[src/rv_frontend_params.svh]
// Shared sizing constants for the RV32I front end, included by the RTL and the testbench
`ifndef RV_FRONTEND_PARAMS_SVH
`define RV_FRONTEND_PARAMS_SVH

// First pc fetched once reset is released
`define RESET_PC 32'h0000_0100

// Instruction ROM size in 32-bit words
// The word index is pc[6:2], so the image repeats every 128 bytes
`define ROM_WORDS 32

// Number of entries in the fetch queue
`define FQ_DEPTH 4

`endif

[src/imem.hex]
// One 32-bit RV32I instruction word per line in hex, word index 0 to 31 from the top
00500093
123450b7
00001117
008000ef
000080e7
fe209ee3
0040a183
fe312e23
002081b3
40208233
00000073
00100073
ffffffff
00000000
fff14293
800002b7
fff00313
80000397
fedff06f
7ff00413
80040493
0000d463
fe0a8ae3
00452503
00b52023
c0002573
0ff0000f
0062f5b3
00361613
4036d693
80068767
0000006b

[src/rv_frontend_pkg.sv]
// Types shared by the fetch, queue and decode stages and by the testbench; import where needed
`default_nettype none

package rv_frontend_pkg;

	// One fetched word together with the address it came from
	typedef struct packed {
		logic [31:0] pc;                  // Byte address of the word
		logic [31:0] instr;               // Raw instruction bits from the ROM
	} fetch_packet_t;

	// Coarse instruction class, picked from the major opcode alone
	typedef enum logic [3:0] {
		cls_lui     = 4'd0,               // Load upper immediate
		cls_auipc   = 4'd1,               // Add upper immediate to pc
		cls_jal     = 4'd2,               // Direct jump and link
		cls_jalr    = 4'd3,               // Register indirect jump and link
		cls_branch  = 4'd4,               // Conditional branches
		cls_load    = 4'd5,               // All load widths
		cls_store   = 4'd6,               // All store widths
		cls_alu_imm = 4'd7,               // Register-immediate ALU ops
		cls_alu_reg = 4'd8,               // Register-register ALU ops
		cls_system  = 4'd9,               // ecall, ebreak and CSR space
		cls_illegal = 4'd10               // Anything the decoder does not know
	} inst_class_t;

	// One decoded instruction as presented on the front-end output
	typedef struct packed {
		logic [31:0] pc;                  // Address of the instruction
		inst_class_t cls;                 // Class from the opcode
		logic [4:0]  rd;                  // Destination register, bits 11:7
		logic [4:0]  rs1;                 // First source register, bits 19:15
		logic [4:0]  rs2;                 // Second source register, bits 24:20
		logic [2:0]  funct3;              // Minor opcode, bits 14:12
		logic [6:0]  funct7;              // Bits 31:25, also the upper R-type opcode
		logic [31:0] imm;                 // Sign-extended immediate for the class format
	} decoded_inst_t;

	// Major opcodes of the base integer set
	localparam logic [6:0] OPC_LUI    = 7'b0110111;
	localparam logic [6:0] OPC_AUIPC  = 7'b0010111;
	localparam logic [6:0] OPC_JAL    = 7'b1101111;
	localparam logic [6:0] OPC_JALR   = 7'b1100111;
	localparam logic [6:0] OPC_BRANCH = 7'b1100011;
	localparam logic [6:0] OPC_LOAD   = 7'b0000011;
	localparam logic [6:0] OPC_STORE  = 7'b0100011;
	localparam logic [6:0] OPC_OP_IMM = 7'b0010011;
	localparam logic [6:0] OPC_OP     = 7'b0110011;
	localparam logic [6:0] OPC_SYSTEM = 7'b1110011;

endpackage

`default_nettype wire

[src/fetch_queue.sv]
// Flushable circular FIFO of fetch packets between the fetch and decode stages
`default_nettype none
`timescale 1ns/1ps
`include "rv_frontend_params.svh"

module fetch_queue
	import rv_frontend_pkg::*;
(
	input  logic          clk,
	input  logic          reset,
	input  logic          flush,          // Drop all entries, has priority
	input  logic          push,           // Write din at this edge
	input  fetch_packet_t din,
	input  logic          pop,            // Remove head at this edge
	output fetch_packet_t head,           // Oldest entry, meaningful when not_empty
	output logic          not_empty,
	output logic          almost_full     // Stall level for the producer
);

	localparam int DEPTH = `FQ_DEPTH;
	localparam int PTR_W = (DEPTH > 1) ? $clog2(DEPTH) : 1;
	localparam int CNT_W = $clog2(DEPTH + 1);

	fetch_packet_t    mem [0:DEPTH-1];    // Entry storage, contents need no reset
	logic [PTR_W-1:0] rd_ptr;             // Index of the head entry
	logic [PTR_W-1:0] wr_ptr;             // Index of the next free entry
	logic [CNT_W-1:0] count;              // Entries currently held
	logic             full;
	logic             do_push;
	logic             do_pop;

	assign full      = (count == CNT_W'(DEPTH));
	assign not_empty = (count != '0);

	// Two slots of headroom cover the word already in flight in the ROM
	assign almost_full = (count >= CNT_W'(DEPTH - 2));

	// A push into a full queue is only taken if the head leaves at the same edge
	assign do_push = push & (~full | pop);
	assign do_pop  = pop & not_empty;

	assign head = mem[rd_ptr];

	// Payload write, no reset on the storage itself
	always_ff @(posedge clk) begin
		if (do_push && !flush) begin
			mem[wr_ptr] <= din;
		end
	end

	// Pointers and count
	always_ff @(posedge clk) begin
		if (reset || flush) begin
			rd_ptr <= '0;
			wr_ptr <= '0;
			count  <= '0;
		end else begin
			if (do_push) begin
				wr_ptr <= (wr_ptr == PTR_W'(DEPTH - 1)) ? '0 : wr_ptr + 1'b1;
			end
			if (do_pop) begin
				rd_ptr <= (rd_ptr == PTR_W'(DEPTH - 1)) ? '0 : rd_ptr + 1'b1;
			end
			case ({do_push, do_pop})
				2'b10:   count <= count + 1'b1;
				2'b01:   count <= count - 1'b1;
				default: count <= count;  // Both or neither leave the level unchanged
			endcase
		end
	end

endmodule

`default_nettype wire

[src/imem_rom.sv]
// Synchronous instruction ROM filled from imem.hex at start; one registered word per cycle
`default_nettype none
`timescale 1ns/1ps
`include "rv_frontend_params.svh"

module imem_rom (
	input  logic        clk,
	input  logic [4:0]  addr,             // Word index, taken from pc[6:2]
	output logic [31:0] rdata             // Word at the index sampled at the last edge
);

	logic [31:0] mem [0:`ROM_WORDS-1];    // Program image, never written by the design

	// The image is one hex word per line
	initial begin
		$readmemh("/design/src/imem.hex", mem);
	end

	// Address sampled at the edge, word valid right after it
	always_ff @(posedge clk) begin
		rdata <= mem[addr];
	end

endmodule

`default_nettype wire

[src/inst_decode.sv]
// RV32I field and immediate decoder; pops the fetch queue and registers one record per pop
`default_nettype none
`timescale 1ns/1ps

module inst_decode
	import rv_frontend_pkg::*;
(
	input  logic          clk,
	input  logic          reset,
	input  logic          redirect,       // Later stages restart the stream
	input  logic          hold,           // Back-pressure level from later stages
	input  fetch_packet_t head,           // Oldest queued packet
	input  logic          not_empty,
	output logic          pop,            // Take head at this edge
	output decoded_inst_t dec,            // Registered record
	output logic          dec_valid       // Strobe, one per decoded instruction
);

	logic [31:0]   ins;                   // Shorthand for the head word
	inst_class_t   cls;                   // Class of the head word
	logic [31:0]   imm;                   // Immediate in the format of cls
	decoded_inst_t dec_next;              // Record for the head word

	assign ins = head.instr;

	// Nothing leaves the queue while held or when the stream is being replaced
	assign pop = not_empty & ~hold & ~redirect;

	// Class from the major opcode only
	always_comb begin
		case (ins[6:0])
			OPC_LUI:    cls = cls_lui;
			OPC_AUIPC:  cls = cls_auipc;
			OPC_JAL:    cls = cls_jal;
			OPC_JALR:   cls = cls_jalr;
			OPC_BRANCH: cls = cls_branch;
			OPC_LOAD:   cls = cls_load;
			OPC_STORE:  cls = cls_store;
			OPC_OP_IMM: cls = cls_alu_imm;
			OPC_OP:     cls = cls_alu_reg;
			OPC_SYSTEM: cls = cls_system;
			default:    cls = cls_illegal;
		endcase
	end

	// Immediate formats, all sign-extended from bit 31
	always_comb begin
		case (cls)
			cls_jalr, cls_load, cls_alu_imm, cls_system:
				imm = {{20{ins[31]}}, ins[31:20]};                           // I
			cls_store:
				imm = {{20{ins[31]}}, ins[31:25], ins[11:7]};                // S
			cls_branch:
				imm = {{19{ins[31]}}, ins[31], ins[7], ins[30:25], ins[11:8], 1'b0}; // B
			cls_lui, cls_auipc:
				imm = {ins[31:12], 12'b0};                                   // U
			cls_jal:
				imm = {{11{ins[31]}}, ins[31], ins[19:12], ins[20], ins[30:21], 1'b0};
			default:
				imm = 32'b0;              // R-type and illegal carry no immediate
		endcase
	end

	// Register and function fields sit at fixed positions in every format
	always_comb begin
		dec_next.pc     = head.pc;
		dec_next.cls    = cls;
		dec_next.rd     = ins[11:7];
		dec_next.rs1    = ins[19:15];
		dec_next.rs2    = ins[24:20];
		dec_next.funct3 = ins[14:12];
		dec_next.funct7 = ins[31:25];
		dec_next.imm    = imm;
	end

	// Record is only loaded on a pop, so it stays stable between strobes
	always_ff @(posedge clk) begin
		if (pop) begin
			dec <= dec_next;
		end
	end

	// Valid follows the pop by one cycle; pop is already low on redirect and hold
	always_ff @(posedge clk) begin
		if (reset) begin
			dec_valid <= 1'b0;
		end else begin
			dec_valid <= pop;
		end
	end

endmodule

`default_nettype wire

[src/inst_fetch.sv]
// Program counter and fetch control; issues one ROM read per cycle and produces fetch packets
`default_nettype none
`timescale 1ns/1ps
`include "rv_frontend_params.svh"

module inst_fetch
	import rv_frontend_pkg::*;
(
	input  logic          clk,
	input  logic          reset,
	input  logic          stall,          // Queue near full, hold the pc
	input  logic          redirect,       // One-cycle strobe from later stages
	input  logic [31:0]   redirect_pc,    // New target, valid with redirect
	output fetch_packet_t fetch_pkt,      // Word returning from the ROM with its pc
	output logic          fetch_valid     // Packet is good to push this cycle
);

	logic [31:0] pc;                      // Address sampled by the ROM at the last edge
	logic [31:0] next_pc;                 // Address presented to the ROM this cycle
	logic [31:0] pc_plus4;                // Sequential successor of pc
	logic        issued;                  // An address was issued at the last edge
	logic [31:0] rom_word;                // ROM output, pairs with pc

	assign pc_plus4 = pc + 32'd4;

	// Redirect wins, then the stall holds, otherwise step by one word
	always_comb begin
		if (redirect) begin
			next_pc = redirect_pc;
		end else if (stall) begin
			next_pc = pc;                 // Re-read the same word, it is not marked issued
		end else begin
			next_pc = pc_plus4;
		end
	end

	// The pc register tracks what the ROM is reading, so it lines up with rdata
	always_ff @(posedge clk) begin
		if (reset) begin
			pc     <= `RESET_PC - 32'd4;  // So the first issued address is the reset vector
			issued <= 1'b0;
		end else begin
			pc     <= next_pc;
			issued <= redirect | ~stall;  // The queue empties on redirect, so the target goes out
		end
	end

	imem_rom i_imem_rom (
		.clk   (clk),
		.addr  (next_pc[6:2]),            // Index wraps every 128 bytes
		.rdata (rom_word)
	);

	assign fetch_pkt.pc    = pc;
	assign fetch_pkt.instr = rom_word;

	// A word coming back while a redirect is taken belongs to the old stream
	assign fetch_valid = issued & ~redirect;

endmodule

`default_nettype wire

[src/rv_frontend.sv]
// Top of the RV32I front end; chains fetch, fetch queue and decode for the testbench or a core
`default_nettype none
`timescale 1ns/1ps

module rv_frontend
	import rv_frontend_pkg::*;
(
	input  logic          clk,
	input  logic          reset,
	input  logic          redirect,       // One-cycle restart strobe
	input  logic [31:0]   redirect_pc,    // Restart target
	input  logic          hold,           // Back-pressure from the rest of the pipeline
	output decoded_inst_t dec,            // Decoded record
	output logic          dec_valid       // Record strobe
);

	fetch_packet_t fetch_pkt;             // Producer output
	logic          fetch_valid;
	logic          almost_full;           // Queue level used as the fetch stall
	fetch_packet_t head;                  // Consumer input
	logic          not_empty;
	logic          pop;

	inst_fetch i_inst_fetch (
		.clk         (clk),
		.reset       (reset),
		.stall       (almost_full),
		.redirect    (redirect),
		.redirect_pc (redirect_pc),
		.fetch_pkt   (fetch_pkt),
		.fetch_valid (fetch_valid)
	);

	fetch_queue i_fetch_queue (
		.clk         (clk),
		.reset       (reset),
		.flush       (redirect),          // Old-stream packets are dropped on restart
		.push        (fetch_valid),
		.din         (fetch_pkt),
		.pop         (pop),
		.head        (head),
		.not_empty   (not_empty),
		.almost_full (almost_full)
	);

	inst_decode i_inst_decode (
		.clk       (clk),
		.reset     (reset),
		.redirect  (redirect),
		.hold      (hold),
		.head      (head),
		.not_empty (not_empty),
		.pop       (pop),
		.dec       (dec),
		.dec_valid (dec_valid)
	);

endmodule

`default_nettype wire

[config.mk]
export PLATFORM = sky130hd
export DESIGN_NAME = rv_frontend
export DESIGN_NICKNAME = d
export VERILOG_FILES = /design/src/rv_frontend_pkg.sv /design/src/fetch_queue.sv /design/src/imem_rom.sv /design/src/inst_decode.sv /design/src/inst_fetch.sv /design/src/rv_frontend.sv
export VERILOG_INCLUDE_DIRS = /design/src
export SDC_FILE = /design/constraint.sdc
export NUM_CORES = 1
export LEC_CHECK = 0
export ABC_AREA = 0
export CAP_MARGIN = 20
export CELL_PAD_IN_SITES_DETAIL_PLACEMENT = 1
export CELL_PAD_IN_SITES_GLOBAL_PLACEMENT = 1
export CORE_UTILIZATION = 55
export DETAILED_ROUTE_END_ITERATION = 10
export DONT_BUFFER_PORTS = 1
export PLACE_DENSITY = 0.82
export SLEW_MARGIN = 20
export SYNTH_ARGS = -nofsm -noshare
export SYNTH_HDL_FRONTEND = slang
export SYNTH_HIERARCHICAL = 1
export SYNTH_SLANG_ARGS = --single-unit
[constraint.sdc]
create_clock -name clk -period 34.1 [get_ports clk]
set_input_delay 6.82 -clock clk [delete_from_list [all_inputs] [get_ports clk]]
set_output_delay 6.82 -clock clk [all_outputs]
set_load 0.1 [all_outputs]
# --- Yosys cells after proc, flatten, opt, wreduce, memory -nomap -nowiden ---
# Memories as Yosys holds them, arrays and structs flattened. A register that Yosys moved wholly into a read port is not among the register bits.
# Index checks and enable logic that the tools add are counted.
totals:
  input_bits: 36
  ff_bits: 166
  ram_bits: 256
  memories: 1
classes:
  n_mux: 11
  n_bitwise: 11
  n_reduce_logical: 8
  magnitude_cmp: 1
  n_eq_ne: 24
  add_sub_neg: 5
mem_list:
  columns: ["name", "depth", "word_bits", "read_ports", "rd_ports_with_merged_regs", "write_ports", "line_no", "source"]
  rows:
  - ["i_fetch_queue.mem", 4, 64, 1, 1, 1, "fetch_queue.sv:24", "fetch_packet_t mem [0:DEPTH-1];"]
op_table:
  columns: ["operator", "n"]
  rows:
  - ["32-bit case mux with 5 select lines", 1]
  - ["32-bit 2-to-1 mux", 2]
  - ["4-bit case mux with 10 select lines", 1]
  - ["32-bit by 3-bit adder with 32-bit output (second input constant)", 1]
  - ["7-bit equality test (second input constant)", 4]
  - ["7-bit by 6-bit equality test with 1-bit output (second input constant)", 3]
  - ["4-bit by 3-bit equality test with 1-bit output (second input constant)", 4]
  - ["7-bit by 5-bit equality test with 1-bit output (second input constant)", 2]
  - ["4-bit by 2-bit equality test with 1-bit output (second input constant)", 2]
  - ["2-bit 2-to-1 mux", 4]
  - ["7-bit by 2-bit equality test with 1-bit output (second input constant)", 1]
  - ["2-bit equality test (second input constant)", 3]
  - ["3-bit case mux with 2 select lines", 1]
  - ["1-bit AND", 5]
  - ["2-bit by 1-bit adder with 2-bit output (second input constant)", 2]
  - ["4-bit by 1-bit equality test with 1-bit output (second input constant)", 1]
  - ["4-bit equality test (second input constant)", 1]
  - ["4-bit zero test", 1]
  - ["1-bit inverter", 4]
  - ["4-bit OR reduction", 1]
  - ["3-bit by 1-bit adder with 3-bit output (second input constant)", 1]
  - ["3-bit equality test (second input constant)", 1]
  - ["3-bit by 2-bit >= comparator with 1-bit output (second input constant)", 1]
  - ["3-bit nonzero test", 1]
  - ["10 further kinds", 12]

# --- Logic depth before layout (Yosys ltp) ---
# Gate-level depths: netlist of run 1.
depth:
  depth_word: 8
  mapped_depth: 11

# --- Hierarchy ---
# The synthesis of run 1 kept the hierarchy.
by_module_without_submodules:
  columns: ["mod", "n_inst", "area_each_um2", "cells_per_inst"]
  rows:
  - ["fetch_queue", 1, 9740.6, 388]
  - ["inst_decode", 1, 3510.9, 191]
  - ["inst_fetch", 1, 1943.1, 238]
  - ["imem_rom", 1, 244.0, 33]

# --- Worst setup path before layout of run 1 ---
# Ideal clock, no wire load.
synth_timing:
  path_kind: "input port to flip-flop"
  start: "in hold"
  end: "mem i_fetch_queue/mem[0][0] (netlist name) (enable)"
  arrival_time_ns: 19.315
  path_slack_ns: 14.206
  stages: 3
  t_required_ns: 33.521
  path_cell_list: "nor3b_1 -> o41ai_4 -> nor3b_1"
synth_via:
  elab_chain_cells: 8
synth_lines:
  columns: ["element", "line_no", "source"]
  rows:
  - ["start, declared", "rv_frontend.sv:12", "input logic hold,"]
  - ["1-bit inverter", "inst_decode.sv:27", "assign pop = not_empty & ~hold & ~redirect;"]
  - ["1-bit AND (2 in series)", "inst_decode.sv:27", null]
  - ["1-bit OR", "fetch_queue.sv:39", "assign do_push = push & (~full | pop);"]
  - ["1-bit AND", "fetch_queue.sv:39", null]
  - ["1-bit logical AND", "fetch_queue.sv:46", "if (do_push && !flush) begin"]
  - ["1-bit 2-to-1 mux", "fetch_queue.sv:46", null]
  - ["1-bit 2-to-1 mux (implied by the code)", "fetch_queue.sv:47", "mem[wr_ptr] <= din;"]
  - ["end, declared", "fetch_queue.sv:24", null]
# No other way between the ends.

# --- Final worst setup path of run 1 ---
layout_timing:
  start: "in hold"
  end: "reg i_fetch_queue.count[2]"
layout_lines:
  columns: ["element", "line_no", "source"]
  rows:
  - ["1-bit inverter *", "inst_decode.sv:27", null]
  - ["1-bit AND * (2 in series)", "inst_decode.sv:27", null]
  - ["1-bit AND *", "fetch_queue.sv:40", "assign do_pop = pop & not_empty;"]
  - ["via i_fetch_queue.do_pop", "fetch_queue.sv:30", "logic do_pop;"]
  - ["2-bit by 1-bit equality test with 1-bit output or 2-bit equality test (tied branches)", "fetch_queue.sv:64", "case ({do_push, do_pop})"]
  - ["3-bit case mux with 2 select lines or 2-bit nonzero test (tied branches)", null, null]
  - ["end signal, assigned", "fetch_queue.sv:65", "2'b10: count <= count + 1'b1;"]
  - ["end signal, assigned", "fetch_queue.sv:66", "2'b01: count <= count - 1'b1;"]
  - ["end signal, assigned", "fetch_queue.sv:67", "default: count <= count;"]
  - ["end, declared", "fetch_queue.sv:27", "logic [CNT_W-1:0] count;"]
# The timed path passes the listed nets; every way through them passes the cells marked *.
# A chain may end at the register's enable or synchronous reset.

==> metrics.txt, run 1 <==
via count 7645; Worst path slowest cell buf_4; RSZ-0062 raised after global routing false; Seq. cell area 11300 um2; Fmax 0.107 GHz; CP Capture Type register; Worst Setup SP hold; total number of H-tree levels 2; WS Path Type primary input to register; Die Ht 170 um; Reg-to-Reg Start i_fetch_queue/count[1]; Crit path largest cell delay 730 ps; placer congestion estimate 0.866; first-pass GRT wire length 48.6 mm; initial antenna violation count 1; crit-path cells nor3b_2 -> buf_4 -> o31ai_1 -> inv_1 -> ha_1 -> inv_1 -> fa_1 -> xor2_1 -> or3_2 -> a21oi_1; Die Span X 170 um; clock buffer depth 3; CP Buf/Inv Count 3; CTS Buf Count 39; fin nets 908; Post-CTS Hold Fix Bufs 0; TritonCTS clock tree done; Worst VDD drop 0.0000372 V; FILL cells 2341; Boundary Pins 130; Mean Syn Cell Area 18.2 um2; Final Non-Filler Cells 1266; Hold Startpoint i_fetch_queue/wr_ptr[1]; post-route design area 16900 um2; drc violations 0; setup bufs post-CTS 0; vias per inst 6.04; Port Buffer Count 0; Sw Pwr 0.199 mW; pwr dens 58.8 nW/um2; Worst-Margin Slew 995 ps; reg-to-reg setup timing slack 30370 ps; Int Pwr 0.796 mW; Inst Count DP 1195; critical path startpoint category primary input; wire per inst 25.1 um; cell family with most CP delay buffers and inverters; CP max FO 78; final hold vios 0; Max Cap Violations 0; Switching Fraction 20.0%; skew final 14.1 ps; Layout area overhead 9.71%; DR iter-0 viols 622; outcome complete, no violations; Max-slew headroom 33.7%; Logic pwr share 2.4%; total grt overflow 0; Resize count post-CTS 0; clock-pin slew on the worst setup and hold paths 60 ps; Clk network pwr share 43.0%; synthesized area 15400 um2; class of the worst hold path register to register; Post-DRT Antenna Nets 0; Site Rows 60; die area 28700 um2; Area after DPL 15600 um2; Setup TNS 0 ps; clock root buffer master clkbuf_16; pin count of the biggest net entering global routing 79; final WL 31.7 mm; most used cell, CP inv_1; sequential share of power 54.6%; layout cell share with drive strength beyond 1 17.4%; Syn Inst Count 849; Critical Path RT 34540 ps; CP arrival 9780 ps; Syn. warnings 6; Final period util 27.4%; drt first pass iters 5; Core Area 27300 um2; vias in the first global route 8258; LEAKAGE 5.39 nW; CTS sink count 392; Final Setup Violations 0; Slew Viols, Final 0; minimum clock period 9340 ps; area of the multi-input gates 3670 um2; All-Layer GR Usage 22.9%; dpl hpwl 19.9 mm; worst skew pair latency 520 ps; Initial Utilization 56.6%
[worst register-to-register path, delay by kind of cell, from the launching register on]
family,cells,cell delay [ps]
compound gates,2,620
xor+xnor,1,170
fa+ha+maj,2,580
buf+inv,4,1110
flops,1,450
simple gates,3,740
[cell type report]
type / count / area share, %
flip-flops and latches: 392 / 67.0
diodes: 1 / 0.0148
inverters: 20 / 0.443
clock buffers: 55 / 6.55
clock inverters: 15 / 1.03
well taps: 372 / 2.75
multi-input cells: 399 / 21.7
repair buffers: 12 / 0.532
[sequential cells by signal, summed over array words and instances, names as in the netlist, named ones only]
name                     cells
i_fetch_queue/mem          256
i_inst_fetch/issued          1
i_inst_decode/dec_valid      1
i_inst_fetch/pc             32
i_fetch_queue/wr_ptr         2
i_fetch_queue/rd_ptr         2
i_inst_decode/dec           93
i_fetch_queue/count          3
[stage by stage]
| stage | power [mW] | worst slack (ps) | utilization (%) | hold slack (ps) |
|---|---|---|---|---|
| 2_1_floorplan | 0.571 | 14210 | - | 459 |
| 3_3_place_gp | 0.573 | 24350 | 57.4 | 465 |
| 3_5_place_dp | 0.576 | 24150 | 57.4 | 499 |
| 4_1_cts | 1.00 | 24730 | 62.1 | 508 |
| 5_1_grt | 1.02 | 24440 | 62.1 | 547 |
| 6_report | 0.995 | 24760 | 62.1 | 504 |
[per-layer routing]
metal / GRT usage, % / share of wire, %
met4: 6.54 / 2.2
met3: 4.29 / 5.3
met1: 28.9 / 41
met2: 40.5 / 52
met5: 0 / 0
[worst paths after layout]
check                       endpoint  depth (start not counted)
max reg2reg   i_fetch_queue/count[2]                         12
min reg2reg  i_fetch_queue/wr_ptr[1]                          2
max           i_fetch_queue/count[2]                         10
min          i_fetch_queue/wr_ptr[1]                          2
[cell usage in the layout, fill, tap and decap left out, types with 15 or more instances in the layout]
master	n
nand2_1	34
edfxtp_1	349
nor2_1	33
mux4_2	64
clkbuf_16	42
dfxtp_1	41
o21ai_0	17
conb_1	32
o2bb2ai_1	15
nand3_1	16
inv_1	18
[power groups by stage]
stage / logic [mW] / clock network, mW / registers [mW]
floorplan: 0.0210 / 0 / 0.550
global placement: 0.0213 / 0 / 0.552
detailed placement: 0.0228 / 0 / 0.554
CTS: 0.0232 / 0.437 / 0.543
global route: 0.0262 / 0.452 / 0.544
finish: 0.0241 / 0.428 / 0.543
(Power assumes the default switching activity.)
==> inputs of run 2 (changes only) <==
CORE_UTILIZATION = 51   (was 55)
PLACE_DENSITY = 0.8   (was 0.82)
clock period = 8.5 ns   (was 34.1 ns; I/O delays follow)
==> metrics.txt, run 2 (same netlist as run 1, synthesis figures left out) <==
Boundary Pins 130; via count 7597; critical path startpoint category primary input; total number of H-tree levels 2; RSZ-0062 raised after global routing false; skew final 18.6 ps; WS Path Type primary input to register; sequential share of power 54.3%; setup bufs post-CTS 0; FILL cells 2608; fin nets 907; Seq. cell area 11300 um2; Post-CTS Hold Fix Bufs 0; Initial Utilization 51.9%; Final Setup Violations 0; final worst slack 4830 ps; Inst Count DP 1211; TritonCTS clock tree done; Core Area 29700 um2; pwr dens 236 nW/um2; drt first pass iters 5; Final Non-Filler Cells 1284; CTS sink count 392; layout cell share with drive strength beyond 1 17.3%; worst skew pair latency 540 ps; final hold vios 0; outcome complete, no violations; class of the worst hold path register to register; CTS Buf Count 40; CP max FO 27; wire per inst 25.2 um; DR iter-0 viols 582; Critical Path RT 8950 ps; minimum clock period 3670 ps; LEAKAGE 5.42 nW; initial antenna violation count 0; vias in the first global route 8301; clock root buffer master clkbuf_16; Switching Fraction 20.4%; Post-DRT Antenna Nets 0; Setup TNS 0 ps; most frequent cells in the layout edfxtp_1, mux4_2, clkbuf_16, dfxtp_1, nand2_1; drc violations 0; die area 31000 um2; pre-CTS setup slack 4290 ps; Finished Core Util 57.2%; CP arrival 4120 ps; clock-pin slew on the worst setup and hold paths 60 ps; Resize count post-CTS 0; Site Rows 63; Worst-Margin Slew 1040 ps; Sw Pwr 0.820 mW; dpl hpwl 20.3 mm; CP Capture Type register; biggest regs i_fetch_queue/mem x256, i_inst_decode/dec x93, i_inst_fetch/pc x32; area of the multi-input gates 3700 um2; hold_ws 492 ps; Max-slew headroom 30.6%; Worst VDD drop 0.000152 V; vias per inst 5.92; Top reg by flops i_fetch_queue/mem; Layout area overhead 10.0%; Fmax 0.273 GHz; pin count of the biggest net entering global routing 70; first-pass GRT wire length 49.7 mm; Max Cap Violations 0; Die Span X 176 um; Final period util 43.2%; Logic pwr share 2.4%; max reg flops 256; placer congestion estimate 0.783; All-Layer GR Usage 21.6%; Int Pwr 3.20 mW; clock buffer depth 3; final WL 32.4 mm; Die Ht 176 um; commonest non-fill, non-tap cell in the layout edfxtp_1; Clk network pwr share 43.3%; Port Buffer Count 0; total grt overflow 0; Ant. Diodes 0; Slew Viols, Final 0
==> run 2: final cells by class <==
type,instances,area share (%)
inverters,20,0.442
multi-input cells,399,21.8
clock inverters,25,1.46
clock buffers,48,6.20
flip-flops and latches,392,66.8
well taps,390,2.87
repair buffers,10,0.442
==> run 2: stage by stage <==
step	total power, mW	instance area, um2
floorplan	2.29	15600
global placement	2.30	15700
detailed placement	2.31	15700
CTS	4.05	17000
global route	4.12	17000
finish	4.02	17000
==> run 2: routing by layer <==
| metal | vias up | wire length, um | GRT usage, % |
|---|---|---|---|
| li1 | 3361 | - | - |
| met1 | 3959 | 13500 | 28.1 |
| met2 | 236 | 16800 | 37.4 |
| met3 | 41 | 1610 | 4.09 |
| met4 | 0 | 491 | 5.58 |
| met5 | - | 0 | 0 |
==> run 2: critical path, cell delays in order <==
cell and delay (ps):
nor3b_4 250, buf_4 420, o31ai_1 230, inv_1 120, ha_1 200, inv_1 70, fa_1 390, xor2_1 160
or3_2 420, a21oi_1 150
==> run 2: power by group through the flow <==
stage               combinational (mW)  clock (mW)  sequential (mW)
floorplan                       0.0847           0             2.21
global route                     0.105        1.83             2.18
global placement                0.0870           0             2.22
detailed placement              0.0909           0             2.22
CTS                             0.0926        1.78             2.18
finish                          0.0948        1.74             2.18
==> run 2: path summary, 6_finish.rpt <==
kind / startpoint / endpoint / slack [ps] / cells after the start
worst max-delay path: hold / i_fetch_queue/count[2] / 4830 / 10
worst min-delay path: i_fetch_queue/rd_ptr[0] / register / 490 / 2
worst max register to register: register / i_inst_decode/dec[21] / 5220 / 5
worst min register to register: i_fetch_queue/rd_ptr[0] / register / 490 / 2
==> inputs of run 3 (changes only) <==
ABC_AREA = 1   (was 0)
CORE_UTILIZATION = 53   (was 51)
PLACE_DENSITY = 0.84   (was 0.8)
clock period = 3.5 ns   (was 8.5 ns; I/O delays follow)
==> metrics.txt, run 3 <==
outcome complete, no violations; Worst VDD drop 0.000336 V; CP arrival 3530 ps; initial antenna violation count 1; crit-path cells inv_4 -> nor2_1 -> o22ai_1 -> nand3_1 -> inv_2 -> nand3_1 -> nand2_1 -> nor2_1 -> nand2_1; Worst path slowest cell nand2_1; minimum clock period 3140 ps; Syn. warnings 6; Reg2Reg Depth 9; WS Path Type register to register; skew final 12.2 ps; commonest non-fill, non-tap cell in the layout edfxtp_1; TritonCTS clock tree done; die area 31700 um2; CP Buf/Inv Count 2; total grt overflow 0; Worst-Margin Slew 991 ps; Boundary Pins 130; met1 capacity usage during global routing 31.1%; Final period util 89.8%; CP max FO 44; critical path startpoint category register; dpl hpwl 27.9 mm; wire per inst 23.3 um; cell family with most CP delay simple AND/OR/NAND/NOR gates; Fmax 0.318 GHz; Post-CTS Hold Fix Bufs 0; Mean Syn Cell Area 11.3 um2; Critical Path RT 3880 ps; LEAKAGE 6.37 nW; Slew Viols, Final 0; placer congestion estimate 0.884; M3 GR Usage 5.25%; Top reg by flops i_fetch_queue/mem; Syn Inst Count 1455; vias per inst 5.85; M2 GR Usage 50.2%; worst skew pair latency 530 ps; clock-pin slew on the worst setup and hold paths 60 ps; pwr dens 550 nW/um2; hold_ws 239 ps; Area after DPL 16600 um2; DR iter-0 viols 789; Resize count post-CTS 0; Die Ht 178 um; Final Setup Violations 0; Max-slew headroom 34.1%; RR Endpoint i_inst_decode/dec[25]; max reg flops 256; total number of H-tree levels 2; fin nets 1494; layout cell share with drive strength beyond 1 8.11%; Core Area 30500 um2; RSZ-0062 raised after global routing false; Die Span X 178 um; Site Rows 64; class of the worst hold path primary input to register; drt first pass iters 5; Post-DRT Antenna Nets 0; CP Capture Type register; Port Buffer Count 0; via count 10977; clock buffer depth 3; most used routing layer met2; Layout area overhead 8.93%; final WL 43.8 mm; Finished Core Util 58.6%; most frequent cells in the layout edfxtp_1, nor2_1, nand2_1; Setup crit end i_inst_decode/dec[25]; pre-CTS setup slack 489 ps; drc violations 0; Crit path largest cell delay 540 ps; final worst slack 355 ps; Setup TNS 0 ps; final hold vios 0; Initial Utilization 53.8%; reg-to-reg setup timing slack 360 ps; All-Layer GR Usage 27.8%; pin count of the biggest net entering global routing 65; critical path depth in cells 9; clock root buffer master clkbuf_16; CTS sink count 392; post-route design area 17900 um2; synthesized area 16400 um2; CTS Buf Count 41; first-pass GRT wire length 65.5 mm; setup bufs post-CTS 0; vias in the first global route 11701; Max Cap Violations 0; biggest regs i_fetch_queue/mem x256, i_inst_decode/dec x93, i_inst_fetch/pc x32
-- run 3: report_power, final --
group / switching [mW] / total [mW] / internal (mW) / leakage, nW
clock network: 1.76 / 4.15 / 2.40 / 0.612
logic: 0.223 / 0.302 / 0.0793 / 2.31
registers: 0.199 / 5.37 / 5.17 / 3.45
total: 2.18 / 9.83 / 7.65 / 6.37
-- run 3: metal layers --
layer | part of all wire (%) | vias to the layer above
li1 | - | 4984
met1 | 38 | 5472
met2 | 52 | 406
met3 | 5.9 | 115
met4 | 4.3 | 0
met5 | 0 | -
-- run 3: worst register-to-register path, stage by stage (launching register included) --
cell and delay, ps:
dfxtp_4 470, inv_4 450, nor2_1 90, o22ai_1 500
nand3_1 200, inv_2 340, nand3_1 150, nand2_1 540
nor2_1 150, nand2_1 130
-- run 3: how the worst min path moves through the flow --
stage / to / cells past startpoint / from / slack, ps
finish: i_inst_fetch/pc[11] / 1 / reset / 240
global route: i_inst_fetch/pc[11] / 1 / reset / 220
CTS: i_inst_fetch/pc[10] / 1 / reset / 220
detailed placement: i_fetch_queue/count[0] / 1 / i_fetch_queue/count[0] / 500
global placement: i_fetch_queue/count[0] / 1 / i_fetch_queue/count[0] / 470
floorplan: i_fetch_queue/count[0] / 1 / i_fetch_queue/count[0] / 450
-- run 3: layout make-up --
type,instances,area (um2)
flip-flops and latches,392,11300
clock inverters,16,133
diodes,1,2.50
repair buffers,21,183
fillers,3131,12600
inverters,86,325
well taps,396,495
multi-input cells,908,4250
clock buffers,57,1130
-- run 3: per-stage QoR --
stage,std cells,power [mW]
4_1_cts,1876,9.90
5_1_grt,1876,10.1
3_5_place_dp,1803,5.76
2_1_floorplan,1486,5.68
3_3_place_gp,1803,5.73
6_report,1877,9.83
